<file path="src/coupe_macros.svh">
// Shared constants for the Coupe ASIC core; include wherever port numbers or widths are needed
`ifndef COUPE_MACROS_SVH
`define COUPE_MACROS_SVH

// ======================================================================
// I/O port addresses, low byte of the port address only
// ======================================================================

// Paging and status
`define COUPE_PORT_LMPR 8'hFA
`define COUPE_PORT_HMPR 8'hFB
`define COUPE_PORT_STAT 8'hF9

// Border shares its number with the keyboard read port
`define COUPE_PORT_BRDR 8'hFE
`define COUPE_PORT_MIDI 8'hFD

// External RAM window registers
`define COUPE_PORT_EXTC 8'h80
`define COUPE_PORT_EXTD 8'h81

// Printer port, used as a two-byte DAC
`define COUPE_PORT_LPTD 8'hE8
`define COUPE_PORT_LPTS 8'hE9

// ======================================================================
// Timing and audio widths
// ======================================================================

// System clocks per 1 MHz tick
`define COUPE_TICK_DIV 96
`define COUPE_MIDI_BYTE_TICKS 319
`define COUPE_MIDI_INT_AT 15
`define COUPE_MIX_W 19
`define COUPE_SID_W 18

`endif

</file>
<file path="src/coupe_pkg.sv">
// Register and sample types shared by the Coupe ASIC blocks; import where a type is used
`include "coupe_macros.svh"

package coupe_pkg;

	// ======================================================================
	// Paging registers
	// ======================================================================

	// Low memory page register, controls sections A and B
	typedef struct packed {
		logic       wp;
		logic       rom1_en;
		logic       rom0_dis;
		logic [4:0] page_ab;
	} lmpr_t;

	// High memory page register, controls sections C and D
	typedef struct packed {
		logic       ext_ram;
		logic [1:0] mode3_hi;
		logic [4:0] page_cd;
	} hmpr_t;

	// Top bit selects the external RAM pages
	typedef logic [8:0] ram_page_t;

	typedef logic [7:0] port_byte_t;

	// ======================================================================
	// Audio
	// ======================================================================

	// Signed SID sample as produced by the SID engine
	typedef logic [`COUPE_SID_W-1:0] sid_sample_t;

	// Unsigned output sample
	typedef logic [15:0] audio_t;

endpackage

</file>
<file path="src/asic_ports.sv">
// Port decode and register file of the ASIC; instantiated once by the core top level
`timescale 1ns/10ps
`include "coupe_macros.svh"

module asic_ports import coupe_pkg::*; (
	input  logic       clk_sys,
	input  logic       reset,
	input  logic       port_wr,
	input  logic [15:0] port_addr,
	input  port_byte_t port_wdata,
	input  logic       int_midi,
	input  logic       ext_ram_off,
	output port_byte_t port_rdata,
	output lmpr_t      lmpr,
	output hmpr_t      hmpr,
	output port_byte_t ext_c,
	output port_byte_t ext_d,
	output logic       ext_disable,
	output logic       beeper,
	output logic       midi_write,
	output logic       lptd_write,
	output logic       lpts_write
);

	// Only the low byte selects a port
	port_byte_t port_lo;
	logic       lmpr_sel;
	logic       hmpr_sel;
	logic       brdr_sel;
	logic       extc_sel;
	logic       extd_sel;

	assign port_lo  = port_addr[7:0];
	assign lmpr_sel = (port_lo == `COUPE_PORT_LMPR);
	assign hmpr_sel = (port_lo == `COUPE_PORT_HMPR);
	assign brdr_sel = (port_lo == `COUPE_PORT_BRDR);
	assign extc_sel = (port_lo == `COUPE_PORT_EXTC);
	assign extd_sel = (port_lo == `COUPE_PORT_EXTD);

	// Strobes for the blocks that keep their own state
	assign midi_write = port_wr & (port_lo == `COUPE_PORT_MIDI);
	assign lptd_write = port_wr & (port_lo == `COUPE_PORT_LPTD);
	assign lpts_write = port_wr & (port_lo == `COUPE_PORT_LPTS);

	// ======================================================================
	// Register writes
	// ======================================================================

	always_ff @(posedge clk_sys) begin
		if (reset) begin
			lmpr   <= '0;
			hmpr   <= '0;
			ext_c  <= '0;
			ext_d  <= '0;
			beeper <= 1'b0;
			// Option pin sampled only while reset is held
			ext_disable <= ext_ram_off;
		end else if (port_wr) begin
			if (lmpr_sel)
				lmpr <= lmpr_t'(port_wdata);
			if (hmpr_sel)
				hmpr <= hmpr_t'(port_wdata);
			if (extc_sel)
				ext_c <= port_wdata;
			if (extd_sel)
				ext_d <= port_wdata;
			// Border bit 4 drives the beeper, the rest belongs to video
			if (brdr_sel)
				beeper <= port_wdata[4];
		end
	end

	// ======================================================================
	// Read-back mux
	// ======================================================================

	always_comb begin
		case (port_lo)
			`COUPE_PORT_LMPR: port_rdata = port_byte_t'(lmpr);
			`COUPE_PORT_HMPR: port_rdata = port_byte_t'(hmpr);
			// Interrupt flags are active low, only MIDI is modelled
			`COUPE_PORT_STAT: port_rdata = {3'b111, ~int_midi, 4'hF};
			default:          port_rdata = 8'hFF;
		endcase
	end

endmodule

</file>
<file path="src/memory_map.sv">
// Combinational CPU address translation; drives the RAM page and ROM select for each access
`timescale 1ns/10ps

module memory_map import coupe_pkg::*; (
	input  logic [15:0] mem_addr,
	input  lmpr_t       lmpr,
	input  hmpr_t       hmpr,
	input  port_byte_t  ext_c,
	input  port_byte_t  ext_d,
	input  logic        ext_disable,
	output ram_page_t   ram_page,
	output logic        rom_sel,
	output logic        ram_wp,
	output logic        ram_enable
);

	logic [1:0] quadrant;
	logic       ext_sel;
	logic [4:0] page_ab_next;
	logic [4:0] page_cd_next;

	assign quadrant = mem_addr[15:14];

	// External RAM replaces the upper 32K when enabled
	assign ext_sel = hmpr.ext_ram & mem_addr[15];

	// Odd sections use the next page, wrapping within 32 pages
	assign page_ab_next = lmpr.page_ab + 5'd1;
	assign page_cd_next = hmpr.page_cd + 5'd1;

	always_comb begin
		if (ext_sel) begin
			ram_page = {1'b1, (mem_addr[14] ? ext_d : ext_c)};
		end else begin
			case (quadrant)
				2'd0:    ram_page = {4'd0, lmpr.page_ab};
				2'd1:    ram_page = {4'd0, page_ab_next};
				2'd2:    ram_page = {4'd0, hmpr.page_cd};
				default: ram_page = {4'd0, page_cd_next};
			endcase
		end
	end

	// ROM0 sits in section A unless disabled, ROM1 in section D when enabled
	assign rom_sel = ((quadrant == 2'd0) & ~lmpr.rom0_dis) |
		((quadrant == 2'd3) & lmpr.rom1_en);

	assign ram_wp = lmpr.wp & (quadrant == 2'd0);

	// Missing external RAM
	assign ram_enable = ~(ext_sel & ext_disable);

endmodule

</file>
<file path="src/midi_timer.sv">
// MIDI transmit timing; makes the 1 MHz tick and raises the MIDI interrupt near the end of a byte
`timescale 1ns/10ps
`include "coupe_macros.svh"

module midi_timer (
	input  logic clk_sys,
	input  logic reset,
	input  logic midi_write,
	output logic tick_1m,
	output logic midi_busy,
	output logic int_midi
);

	logic [6:0] div_cnt;
	logic [8:0] tx_cnt;
	logic       pending;

	// ======================================================================
	// 1 MHz timebase
	// ======================================================================

	assign tick_1m = (div_cnt == 7'(`COUPE_TICK_DIV - 1));

	always_ff @(posedge clk_sys) begin
		if (reset)
			div_cnt <= '0;
		else if (tick_1m)
			div_cnt <= '0;
		else
			div_cnt <= div_cnt + 7'd1;
	end

	// ======================================================================
	// Transmit countdown
	// ======================================================================

	always_ff @(posedge clk_sys) begin
		if (reset) begin
			tx_cnt    <= '0;
			pending   <= 1'b0;
			midi_busy <= 1'b0;
			int_midi  <= 1'b0;
		end else begin
			if (tick_1m) begin
				if (tx_cnt != 9'd0) begin
					tx_cnt <= tx_cnt - 9'd1;
					if (tx_cnt == 9'(`COUPE_MIDI_INT_AT))
						int_midi <= 1'b1;
				end else begin
					midi_busy <= 1'b0;
					int_midi  <= 1'b0;
					// Start the next byte straight away
					if (pending) begin
						midi_busy <= 1'b1;
						tx_cnt    <= 9'(`COUPE_MIDI_BYTE_TICKS);
						pending   <= 1'b0;
					end
				end
			end

			// A write on the start tick is kept for the following byte
			if (midi_write)
				pending <= 1'b1;
		end
	end

endmodule

</file>
<file path="src/sid_muter.sv">
// Soft mute for the SID sample; fades it in and out on the 1 MHz tick, used inside the mixer
`timescale 1ns/10ps
`include "coupe_macros.svh"

module sid_muter import coupe_pkg::*; (
	input  logic        clk_sys,
	input  logic        reset,
	input  logic        tick_1m,
	input  logic        enable,
	input  sid_sample_t vol_in,
	output sid_sample_t vol_out
);

	sid_sample_t vol_offset;
	sid_sample_t att;

	// Signed to offset binary
	assign vol_offset = {~vol_in[`COUPE_SID_W-1], vol_in[`COUPE_SID_W-2:0]};

	// Floor at zero rather than wrap
	assign vol_out = (vol_offset > att) ? (vol_offset - att) : '0;

	// Attenuation ramps one step per tick, saturating at both ends
	always_ff @(posedge clk_sys) begin
		if (reset) begin
			att <= '1;
		end else if (tick_1m) begin
			if (enable && (att != '0))
				att <= att - 1'b1;
			else if (!enable && (att != '1))
				att <= att + 1'b1;
		end
	end

endmodule

</file>
<file path="src/audio_mixer.sv">
// Sound mixer with the printer-port DAC; sums all sources into the left and right outputs
`timescale 1ns/10ps
`include "coupe_macros.svh"

module audio_mixer import coupe_pkg::*; (
	input  logic        clk_sys,
	input  logic        reset,
	input  logic        tick_1m,
	input  port_byte_t  port_wdata,
	input  logic        lptd_write,
	input  logic        lpts_write,
	input  logic        beeper,
	input  port_byte_t  psg_l,
	input  port_byte_t  psg_r,
	input  sid_sample_t sid_sample,
	input  logic        sid_active,
	output audio_t      audio_l,
	output audio_t      audio_r
);

	port_byte_t  lpt_data;
	port_byte_t  vox_l;
	port_byte_t  vox_r;
	logic        old_stb;
	sid_sample_t sid_muted;

	logic [`COUPE_MIX_W-1:0] mix_l;
	logic [`COUPE_MIX_W-1:0] mix_r;

	// ======================================================================
	// Printer-port DAC
	// ======================================================================

	// Strobe edges steer the data byte to one channel or the other
	always_ff @(posedge clk_sys) begin
		if (reset) begin
			lpt_data <= '0;
			vox_l    <= '0;
			vox_r    <= '0;
			old_stb  <= 1'b0;
		end else begin
			if (lptd_write)
				lpt_data <= port_wdata;
			if (lpts_write) begin
				if (~old_stb & port_wdata[0])
					vox_l <= lpt_data;
				if (old_stb & ~port_wdata[0])
					vox_r <= lpt_data;
				old_stb <= port_wdata[0];
			end
		end
	end

	sid_muter sid_muter_i (
		.clk_sys (clk_sys),
		.reset   (reset),
		.tick_1m (tick_1m),
		.enable  (sid_active),
		.vol_in  (sid_sample),
		.vol_out (sid_muted)
	);

	// ======================================================================
	// Mixing
	// ======================================================================

	// Byte sources are stretched to 16 bits, beeper weighs 2^17
	assign mix_l = {1'b0, psg_l, psg_l, 2'b00} + {1'b0, beeper, 17'd0} +
		{1'b0, vox_l, vox_l, 2'b00} + {1'b0, sid_muted};
	assign mix_r = {1'b0, psg_r, psg_r, 2'b00} + {1'b0, beeper, 17'd0} +
		{1'b0, vox_r, vox_r, 2'b00} + {1'b0, sid_muted};

	always_ff @(posedge clk_sys) begin
		if (reset) begin
			audio_l <= '0;
			audio_r <= '0;
		end else begin
			audio_l <= mix_l[`COUPE_MIX_W-1 -: 16];
			audio_r <= mix_r[`COUPE_MIX_W-1 -: 16];
		end
	end

endmodule

</file>
<file path="src/coupe_core.sv">
// Top level of the Coupe ASIC core; connects ports, memory map, MIDI timer and audio mixer
`timescale 1ns/10ps

module coupe_core import coupe_pkg::*; (
	input  logic        clk_sys,
	input  logic        reset,
	input  logic        port_wr,
	input  logic [15:0] port_addr,
	input  port_byte_t  port_wdata,
	output port_byte_t  port_rdata,
	input  logic        ext_ram_off,
	input  logic [15:0] mem_addr,
	output ram_page_t   ram_page,
	output logic        rom_sel,
	output logic        ram_wp,
	output logic        ram_enable,
	input  port_byte_t  psg_l,
	input  port_byte_t  psg_r,
	input  sid_sample_t sid_sample,
	input  logic        sid_active,
	output audio_t      audio_l,
	output audio_t      audio_r,
	output logic        midi_busy,
	output logic        int_midi
);

	lmpr_t      lmpr;
	hmpr_t      hmpr;
	port_byte_t ext_c;
	port_byte_t ext_d;
	logic       ext_disable;
	logic       beeper;
	logic       midi_write;
	logic       lptd_write;
	logic       lpts_write;
	logic       tick_1m;

	asic_ports asic_ports_i (
		.clk_sys     (clk_sys),
		.reset       (reset),
		.port_wr     (port_wr),
		.port_addr   (port_addr),
		.port_wdata  (port_wdata),
		.int_midi    (int_midi),
		.ext_ram_off (ext_ram_off),
		.port_rdata  (port_rdata),
		.lmpr        (lmpr),
		.hmpr        (hmpr),
		.ext_c       (ext_c),
		.ext_d       (ext_d),
		.ext_disable (ext_disable),
		.beeper      (beeper),
		.midi_write  (midi_write),
		.lptd_write  (lptd_write),
		.lpts_write  (lpts_write)
	);

	memory_map memory_map_i (
		.mem_addr    (mem_addr),
		.lmpr        (lmpr),
		.hmpr        (hmpr),
		.ext_c       (ext_c),
		.ext_d       (ext_d),
		.ext_disable (ext_disable),
		.ram_page    (ram_page),
		.rom_sel     (rom_sel),
		.ram_wp      (ram_wp),
		.ram_enable  (ram_enable)
	);

	midi_timer midi_timer_i (
		.clk_sys    (clk_sys),
		.reset      (reset),
		.midi_write (midi_write),
		.tick_1m    (tick_1m),
		.midi_busy  (midi_busy),
		.int_midi   (int_midi)
	);

	audio_mixer audio_mixer_i (
		.clk_sys    (clk_sys),
		.reset      (reset),
		.tick_1m    (tick_1m),
		.port_wdata (port_wdata),
		.lptd_write (lptd_write),
		.lpts_write (lpts_write),
		.beeper     (beeper),
		.psg_l      (psg_l),
		.psg_r      (psg_r),
		.sid_sample (sid_sample),
		.sid_active (sid_active),
		.audio_l    (audio_l),
		.audio_r    (audio_r)
	);

endmodule

</file>
<file path="config.mk">
export PLATFORM = sky130hd
export DESIGN_NAME = coupe_core
export DESIGN_NICKNAME = d
export VERILOG_FILES = /design/src/coupe_pkg.sv /design/src/asic_ports.sv /design/src/memory_map.sv /design/src/midi_timer.sv /design/src/sid_muter.sv /design/src/audio_mixer.sv /design/src/coupe_core.sv
export VERILOG_INCLUDE_DIRS = /design/src
export SDC_FILE = /design/constraint.sdc
export NUM_CORES = 1
export LEC_CHECK = 0
export ABC_CLOCK_PERIOD_IN_PS = 7250
export BUFFER_PORTS_ARGS = -buffer_cell sky130_fd_sc_hd__clkbuf_2
export CAP_MARGIN = 25
export CORE_MARGIN = 4
export CORE_UTILIZATION = 30
export CTS_BUF_LIST = sky130_fd_sc_hd__clkbuf_8 sky130_fd_sc_hd__clkbuf_16
export CTS_CLUSTER_SIZE = 28
export DETAILED_ROUTE_END_ITERATION = 10
export PLACE_DENSITY = 0.46
export SETUP_SLACK_MARGIN = 0.1
export SLEW_MARGIN = 20
export SYNTH_ARGS = -nofsm -noshare
export SYNTH_HDL_FRONTEND = slang
export SYNTH_SLANG_ARGS = --single-unit
</file>
<file path="constraint.sdc">
create_clock -name clk_sys -period 7.25 [get_ports clk_sys]
set_clock_uncertainty 0.15 [all_clocks]
set_input_delay 1.8125 -clock clk_sys [delete_from_list [all_inputs] [get_ports clk_sys]]
set_output_delay 1.8125 -clock clk_sys [all_outputs]
set_load 0.05 [all_outputs]
</file>
**Yosys cells after proc, flatten, opt, wreduce, memory -nomap -nowiden**

Cells that the tools add are included.

- Register bits: 128
- Logic and storage cells: 109
- Input port bits: 79
- Output and inout bits: 54

- Add/sub/neg operators: 13
- Order comparisons: 1
- Reduce and logical (&&, ||, !) cells: 22
- Eq/ne operators: 17
- Bitwise operators: 18
- Mux-type cells: 15

Operator list:

| kind | number |
|---|---|
| adder 19 x 18 -> 19 bit | 4 |
| == test 8 bit, second input constant | 9 |
| 2-to-1 mux 18 bit | 3 |
| adder 18 x 18 -> 19 bit | 2 |
| 2-to-1 mux 9 bit | 3 |
| case mux 8 bit (3 select lines) | 1 |
| AND reduction 2 bit | 12 |
| adder 18 x 1 -> 18 bit, second input constant | 1 |
| greater-than comparator 18 bit | 1 |
| != test 18 bit, second input constant | 1 |
| nonzero test 18 bit | 1 |
| subtractor 18 x 1 -> 18 bit, second input constant | 1 |
| subtractor 18 bit | 1 |
| case mux 5 bit (3 select lines) | 1 |
| adder 5 x 1 -> 5 bit, second input constant | 2 |
| AND 1 bit | 10 |
| == test 9 x 4 -> 1 bit, second input constant | 1 |
| nonzero test 9 bit | 1 |
| subtractor 9 x 1 -> 9 bit, second input constant | 1 |
| 2-to-1 mux 8 bit | 1 |
| adder 7 x 1 -> 7 bit, second input constant | 1 |
| == test 7 bit, second input constant | 1 |
| inverter 1 bit | 7 |
| 2-to-1 mux 1 bit | 6 |
| 9 further kinds | 14 |

**Logic depth before layout (Yosys ltp)**

- Depth in word-level cells: 4
- Mapped depth: 25
- Mapped depth without buffers: 23

**Hierarchy**

A second synthesis with hierarchy kept.

- Cells, all modules: 1166
- Area, all modules: 9952.0 µm²

By module, submodules not included:

| module | seq. area each (µm²) | area an instance (µm²) | cells an instance | instances |
|---|---|---|---|---|
| audio_mixer | 1141.1 | 4396.7 | 478 | 1 |
| sid_muter | 360.3 | 2658.8 | 369 | 1 |
| asic_ports | 690.7 | 1581.5 | 157 | 1 |
| midi_timer | 380.4 | 910.9 | 102 | 1 |
| memory_map | 0.0 | 404.1 | 60 | 1 |

**Worst setup path before layout**

OpenSTA, ideal clock, no wires.

- Path type: input-to-reg
- From: input port sid_sample[1]
- To: register audio_mixer_i.audio_r[15]
- Library setup time: 0.128 ns
- Buffers on the path: 1
- Arrival time: 6.364 ns
- Slack: 0.609 ns
- Stages: 22
- Data required time: 6.972 ns
- Cell sequence: ha_1 -> nor2b_1 -> o21a_1 -> o21a_2 -> o21a_1 -> a41oi_2 -> o22ai_2 -> buf_4 -> nor3b_2 -> xor2_1 -> ha_1 -> ha_1 -> ha_1 -> fa_1 -> a21o_1 -> a21oi_1 -> o21ai_0 -> and4_1 -> a2111oi_2 -> o21ai_0 -> xnor2_1 -> nor2_1

- Cells in the longest elaborated chain, start to end: 3
- Elaborated cells on any way between the ends: 4
- Classes of those cells: 2 x add/sub; 1 x order compare; 1 x mux

Ends and longest elaborated chain:

| what | line | text |
|---|---|---|
| start: declaration | coupe_core.sv:19 | `input sid_sample_t sid_sample,` |
| subtractor 18 bit or greater-than comparator 18 bit (tied branches) | sid_muter.sv:21 | `assign vol_out = (vol_offset > att) ? (vol_offset - att) : '0;` |
| 2-to-1 mux 18 bit (*) | sid_muter.sv:21 |  |
| adder 19 x 18 -> 19 bit (*) | audio_mixer.sv:71 | `{1'b0, vox_r, vox_r, 2'b00} + {1'b0, sid_muted};` |
| end signal: assignment | audio_mixer.sv:79 | `` audio_r <= mix_r[`COUPE_MIX_W-1 -: 16]; `` |
| end: declaration | audio_mixer.sv:18 | `output audio_t audio_r` |

Mark *: on every way between the ends. The rest lies on a longest branch, timed or not.
A chain may end at the register's enable or synchronous reset.

**Final worst setup path**

- From: input port sid_sample[11]
- To: register audio_mixer_i.audio_r[14]

The elaborated chain is that of the path after synthesis.

==> impl_metrics.py <==
metrics = {
    "sta": {
        "finalSetupTns_ps": 0,
        "fin_crit_sh": 0.902,
        "worst_slew_pin_slew_ps": 999,
        "setup_slack_ps": 710,
        "drv_slew": 0,
        "finalHoldViolCount": 0,
        "slew_headroom": 0.334,
        "fmax_mhz": 153,
        "rsz0062_at_grt": "no",
        "period_needed_ps": 6540,
        "setup_viol": 0,
        "timing.hold.ws_ps": 316,
    },
    "placement": {
        "dp_slack_ps": 222,
        "post-dp-hpwl_um": 19000,
        "routabilityCongestion": 0.775,
        "io_buffers": 110,
    },
    "layout": {
        "layout.nets": 1370,
        "multiInputGateArea_um2": 6190,
        "fill_cells": 3213,
        "final_cell_mix": "127 x dfxtp_1, 124 x nor2_1, 112 x ha_1",
        "drive_above_1_share": 0.154,
        "area_growth_pct": 17.2,
        "n_antenna_cell": 0,
        "ff_latch_area_um2": 2570,
        "final_common_cell": "dfxtp_1",
    },
    "global_routing": {
        "grtUsageMet1": 0.202,
        "grt_busiest_layer": "met2",
        "overflow": 0,
        "antenna_found_initial": 0,
        "groute.usage.overall": 0.146,
        "grt.met2_usage": 0.236,
        "grt_start_max_net_pins": 90,
        "grtUsageMet3": 0.0248,
        "grt_pass1_vias": 7322,
        "grt_first_pass_wirelength_um": 39300,
    },
    "synth": {
        "yosys.area.top_type": "dfxtp_1",
        "ys_seq_elements": 128,
        "async_flop_share": 0,
        "synth-main-ff-cell": "dfxtp_1",
        "yosys_warnings": 0,
        "netlist_instances": 1054,
        "synth-edff-count": 1,
        "synth_area_leaders": "dfxtp_1 28%, ha_1 15%, mux2i_1 7.6%, nor2_1 5.1%, xnor2_1 4.3%",
        "synth_top_cell_area_share": 0.277,
        "synth.distinct_cells": 70,
        "ys_seq_area_frac": 0.280,
        "postSynthAreaPerCell_um2": 8.72,
        "synth_area_um2": 9190,
        "syn-num-nets": 1264,
    },
    "critical_path": {
        "end_kind": "flip-flop",
        "worstPathArrival_ps": 6710,
        "ff2ff_path_depth": 22,
        "r2r_end": "audio_mixer_i.audio_r[14]",
        "r2r_slack_ps": 1740,
        "cp_max_fo": 10,
        "worst_setup_path_start_kind": "primary input",
        "required_ps": 7420,
        "reg2reg_from": "audio_mixer_i.sid_muter_i.att[11]",
        "crit_type": "in2reg",
    },
    "status": {
        "status": "finished, final reports clean",
    },
    "pwr": {
        "power_density_nw_per_um2": 167,
        "irDropWorstVdd_v": 0.000138,
        "leakagePower_nw": 5.32,
        "total_power_w": 0.00180,
    },
    "clock_network": {
        "cts.sinks": 128,
        "cts_tree": "done",
        "root_buffer": "clkbuf_16",
        "cts_hold_buf": 0,
        "post_cts_buffers": 0,
        "clk_latency_ps": 430,
        "htreeDepth": 4,
        "ctsResizeCount": 0,
        "clk_pin_slew_ps": 70,
        "numCtsBuffers": 17,
        "clockBufferDepth": 2,
    },
    "min_path": {
        "hold_path_class": "reg2reg",
        "min_path_cells": 1,
        "worstHoldStart": "midi_timer_i.div_cnt[0]",
        "hold_end": "midi_timer_i.div_cnt[0]",
    },
    "floorplanning": {
        "dieArea_um2": 33500,
        "initial_core_util": 0.307,
        "boundaryPins": 133,
        "die_width_um": 183,
        "core-area_um2": 30000,
        "core.rowCount": 63,
        "dieHeight_um": 183,
    },
    "job": {
        "drv_cap": 0,
    },
    "detailed_routing": {
        "wire_per_inst_um": 15.5,
        "vias_per_cell": 4.82,
        "drt_pass1_iterations": 5,
        "ant_nets": 0,
        "wl_um": 24300,
        "drt_iter0_drc": 339,
        "drc": 0,
        "vias": 7532,
    },
}
-- worst max path at each step --
stage                               from                   endpoint  slack [ps]  cells after the start
after global placement    sid_sample[11]  audio_mixer_i.audio_r[14]         220                     22
after floorplan            sid_sample[1]  audio_mixer_i.audio_r[15]         610                     22
after global routing       sid_sample[1]  audio_mixer_i.audio_r[15]         280                     24
final                     sid_sample[11]  audio_mixer_i.audio_r[14]         710                     22
after detailed placement  sid_sample[12]  audio_mixer_i.audio_l[14]         220                     20
after CTS                 sid_sample[12]  audio_mixer_i.audio_l[14]         590                     20
-- stage by stage --
stage               std cells  utilization  area (µm²)
floorplan                1054            -        9190
global placement         1530        0.340       10200
detailed placement       1530        0.340       10200
CTS                      1562        0.359       10800
global route             1563        0.360       10800
finish                   1563        0.360       10800
-- where the power goes --
group          switching (W)  leakage (nW)  internal [W]  total [W]
sequential        0.00000407          1.04      0.000715   0.000719
clock               0.000403         0.286      0.000463   0.000866
combinational       0.000141          4.00     0.0000730   0.000214
total               0.000549          5.32       0.00125    0.00180
-- cells in the mapped netlist (all sizes together), types with 3 or more instances --
master	count
mux2i	70
nand3	26
fa	19
clkbuf	26
dfxtp	127
ha	112
a211o	11
nor4b	4
o21a	17
nand2b	7
mux2	3
nor2	124
nor3b	10
a31oi	4
o21bai	8
a211oi	13
or3b	3
and3	5
nand4	16
a21oi	56
buf	11
xnor2	45
nand2	60
xor2	25
and2	5
or3	6
a21o	38
nor3	26
nor2b	17
nor4	7
o21ai	45
inv	73
o211ai	5
-- cells by family after synthesis --
group	Yosys count	share of synthesized area
xor gates and xnor gates	70	0.0667
muxes	73	0.0799
AOI/OAI and AO/OA	215	0.156
and+or+nand+nor	327	0.177
buffers and inverters	110	0.0464
adders and majority gates	131	0.194
DFF	128	0.280
-- registers in the layout, summed over array words and instances, names as in the netlist, 8 cells and up --
register                       cells
asic_ports_i.ext_c                 8
asic_ports_i.ext_d                 8
asic_ports_i.hmpr                  8
asic_ports_i.lmpr                  8
audio_mixer_i.audio_l             16
audio_mixer_i.audio_r             16
audio_mixer_i.lpt_data             8
audio_mixer_i.sid_muter_i.att     18
audio_mixer_i.vox_l                8
audio_mixer_i.vox_r                8
midi_timer_i.tx_cnt                9
-- final cells by class --
class,count,area share
clock buffer,17,0.0395
clock inverter,15,0.0149
inverter,73,0.0254
multi-input combinational,816,0.575
sequential,128,0.239
tap,390,0.0453
timing repair buffer,124,0.0609
-- metal layers --
metal | wire length (µm) | share of wire | vias to the layer above
li1 | - | - | 3924
met1 | 11800 | 0.48 | 3474
met2 | 11300 | 0.47 | 116
met3 | 854 | 0.035 | 18
met4 | 327 | 0.013 | 0
met5 | 0 | 0 | -
-- critical path, cell delays in order --
cell and delay [ps]:
clkbuf_2 110, ha_1 390, a21o_1 190, a21o_1 170
a211oi_1 240, o21bai_1 80, a21oi_1 250, o22ai_2 160
buf_4 180, and3_1 220, xnor2_1 140, ha_1 280
ha_1 340, ha_1 300, a21o_1 180, a21oi_1 210
nor2b_1 70, o21ai_0 300, a31oi_1 220, a211o_1 320
a31oi_1 200, mux2_2 350
Power figures use the tool's default switching activity.
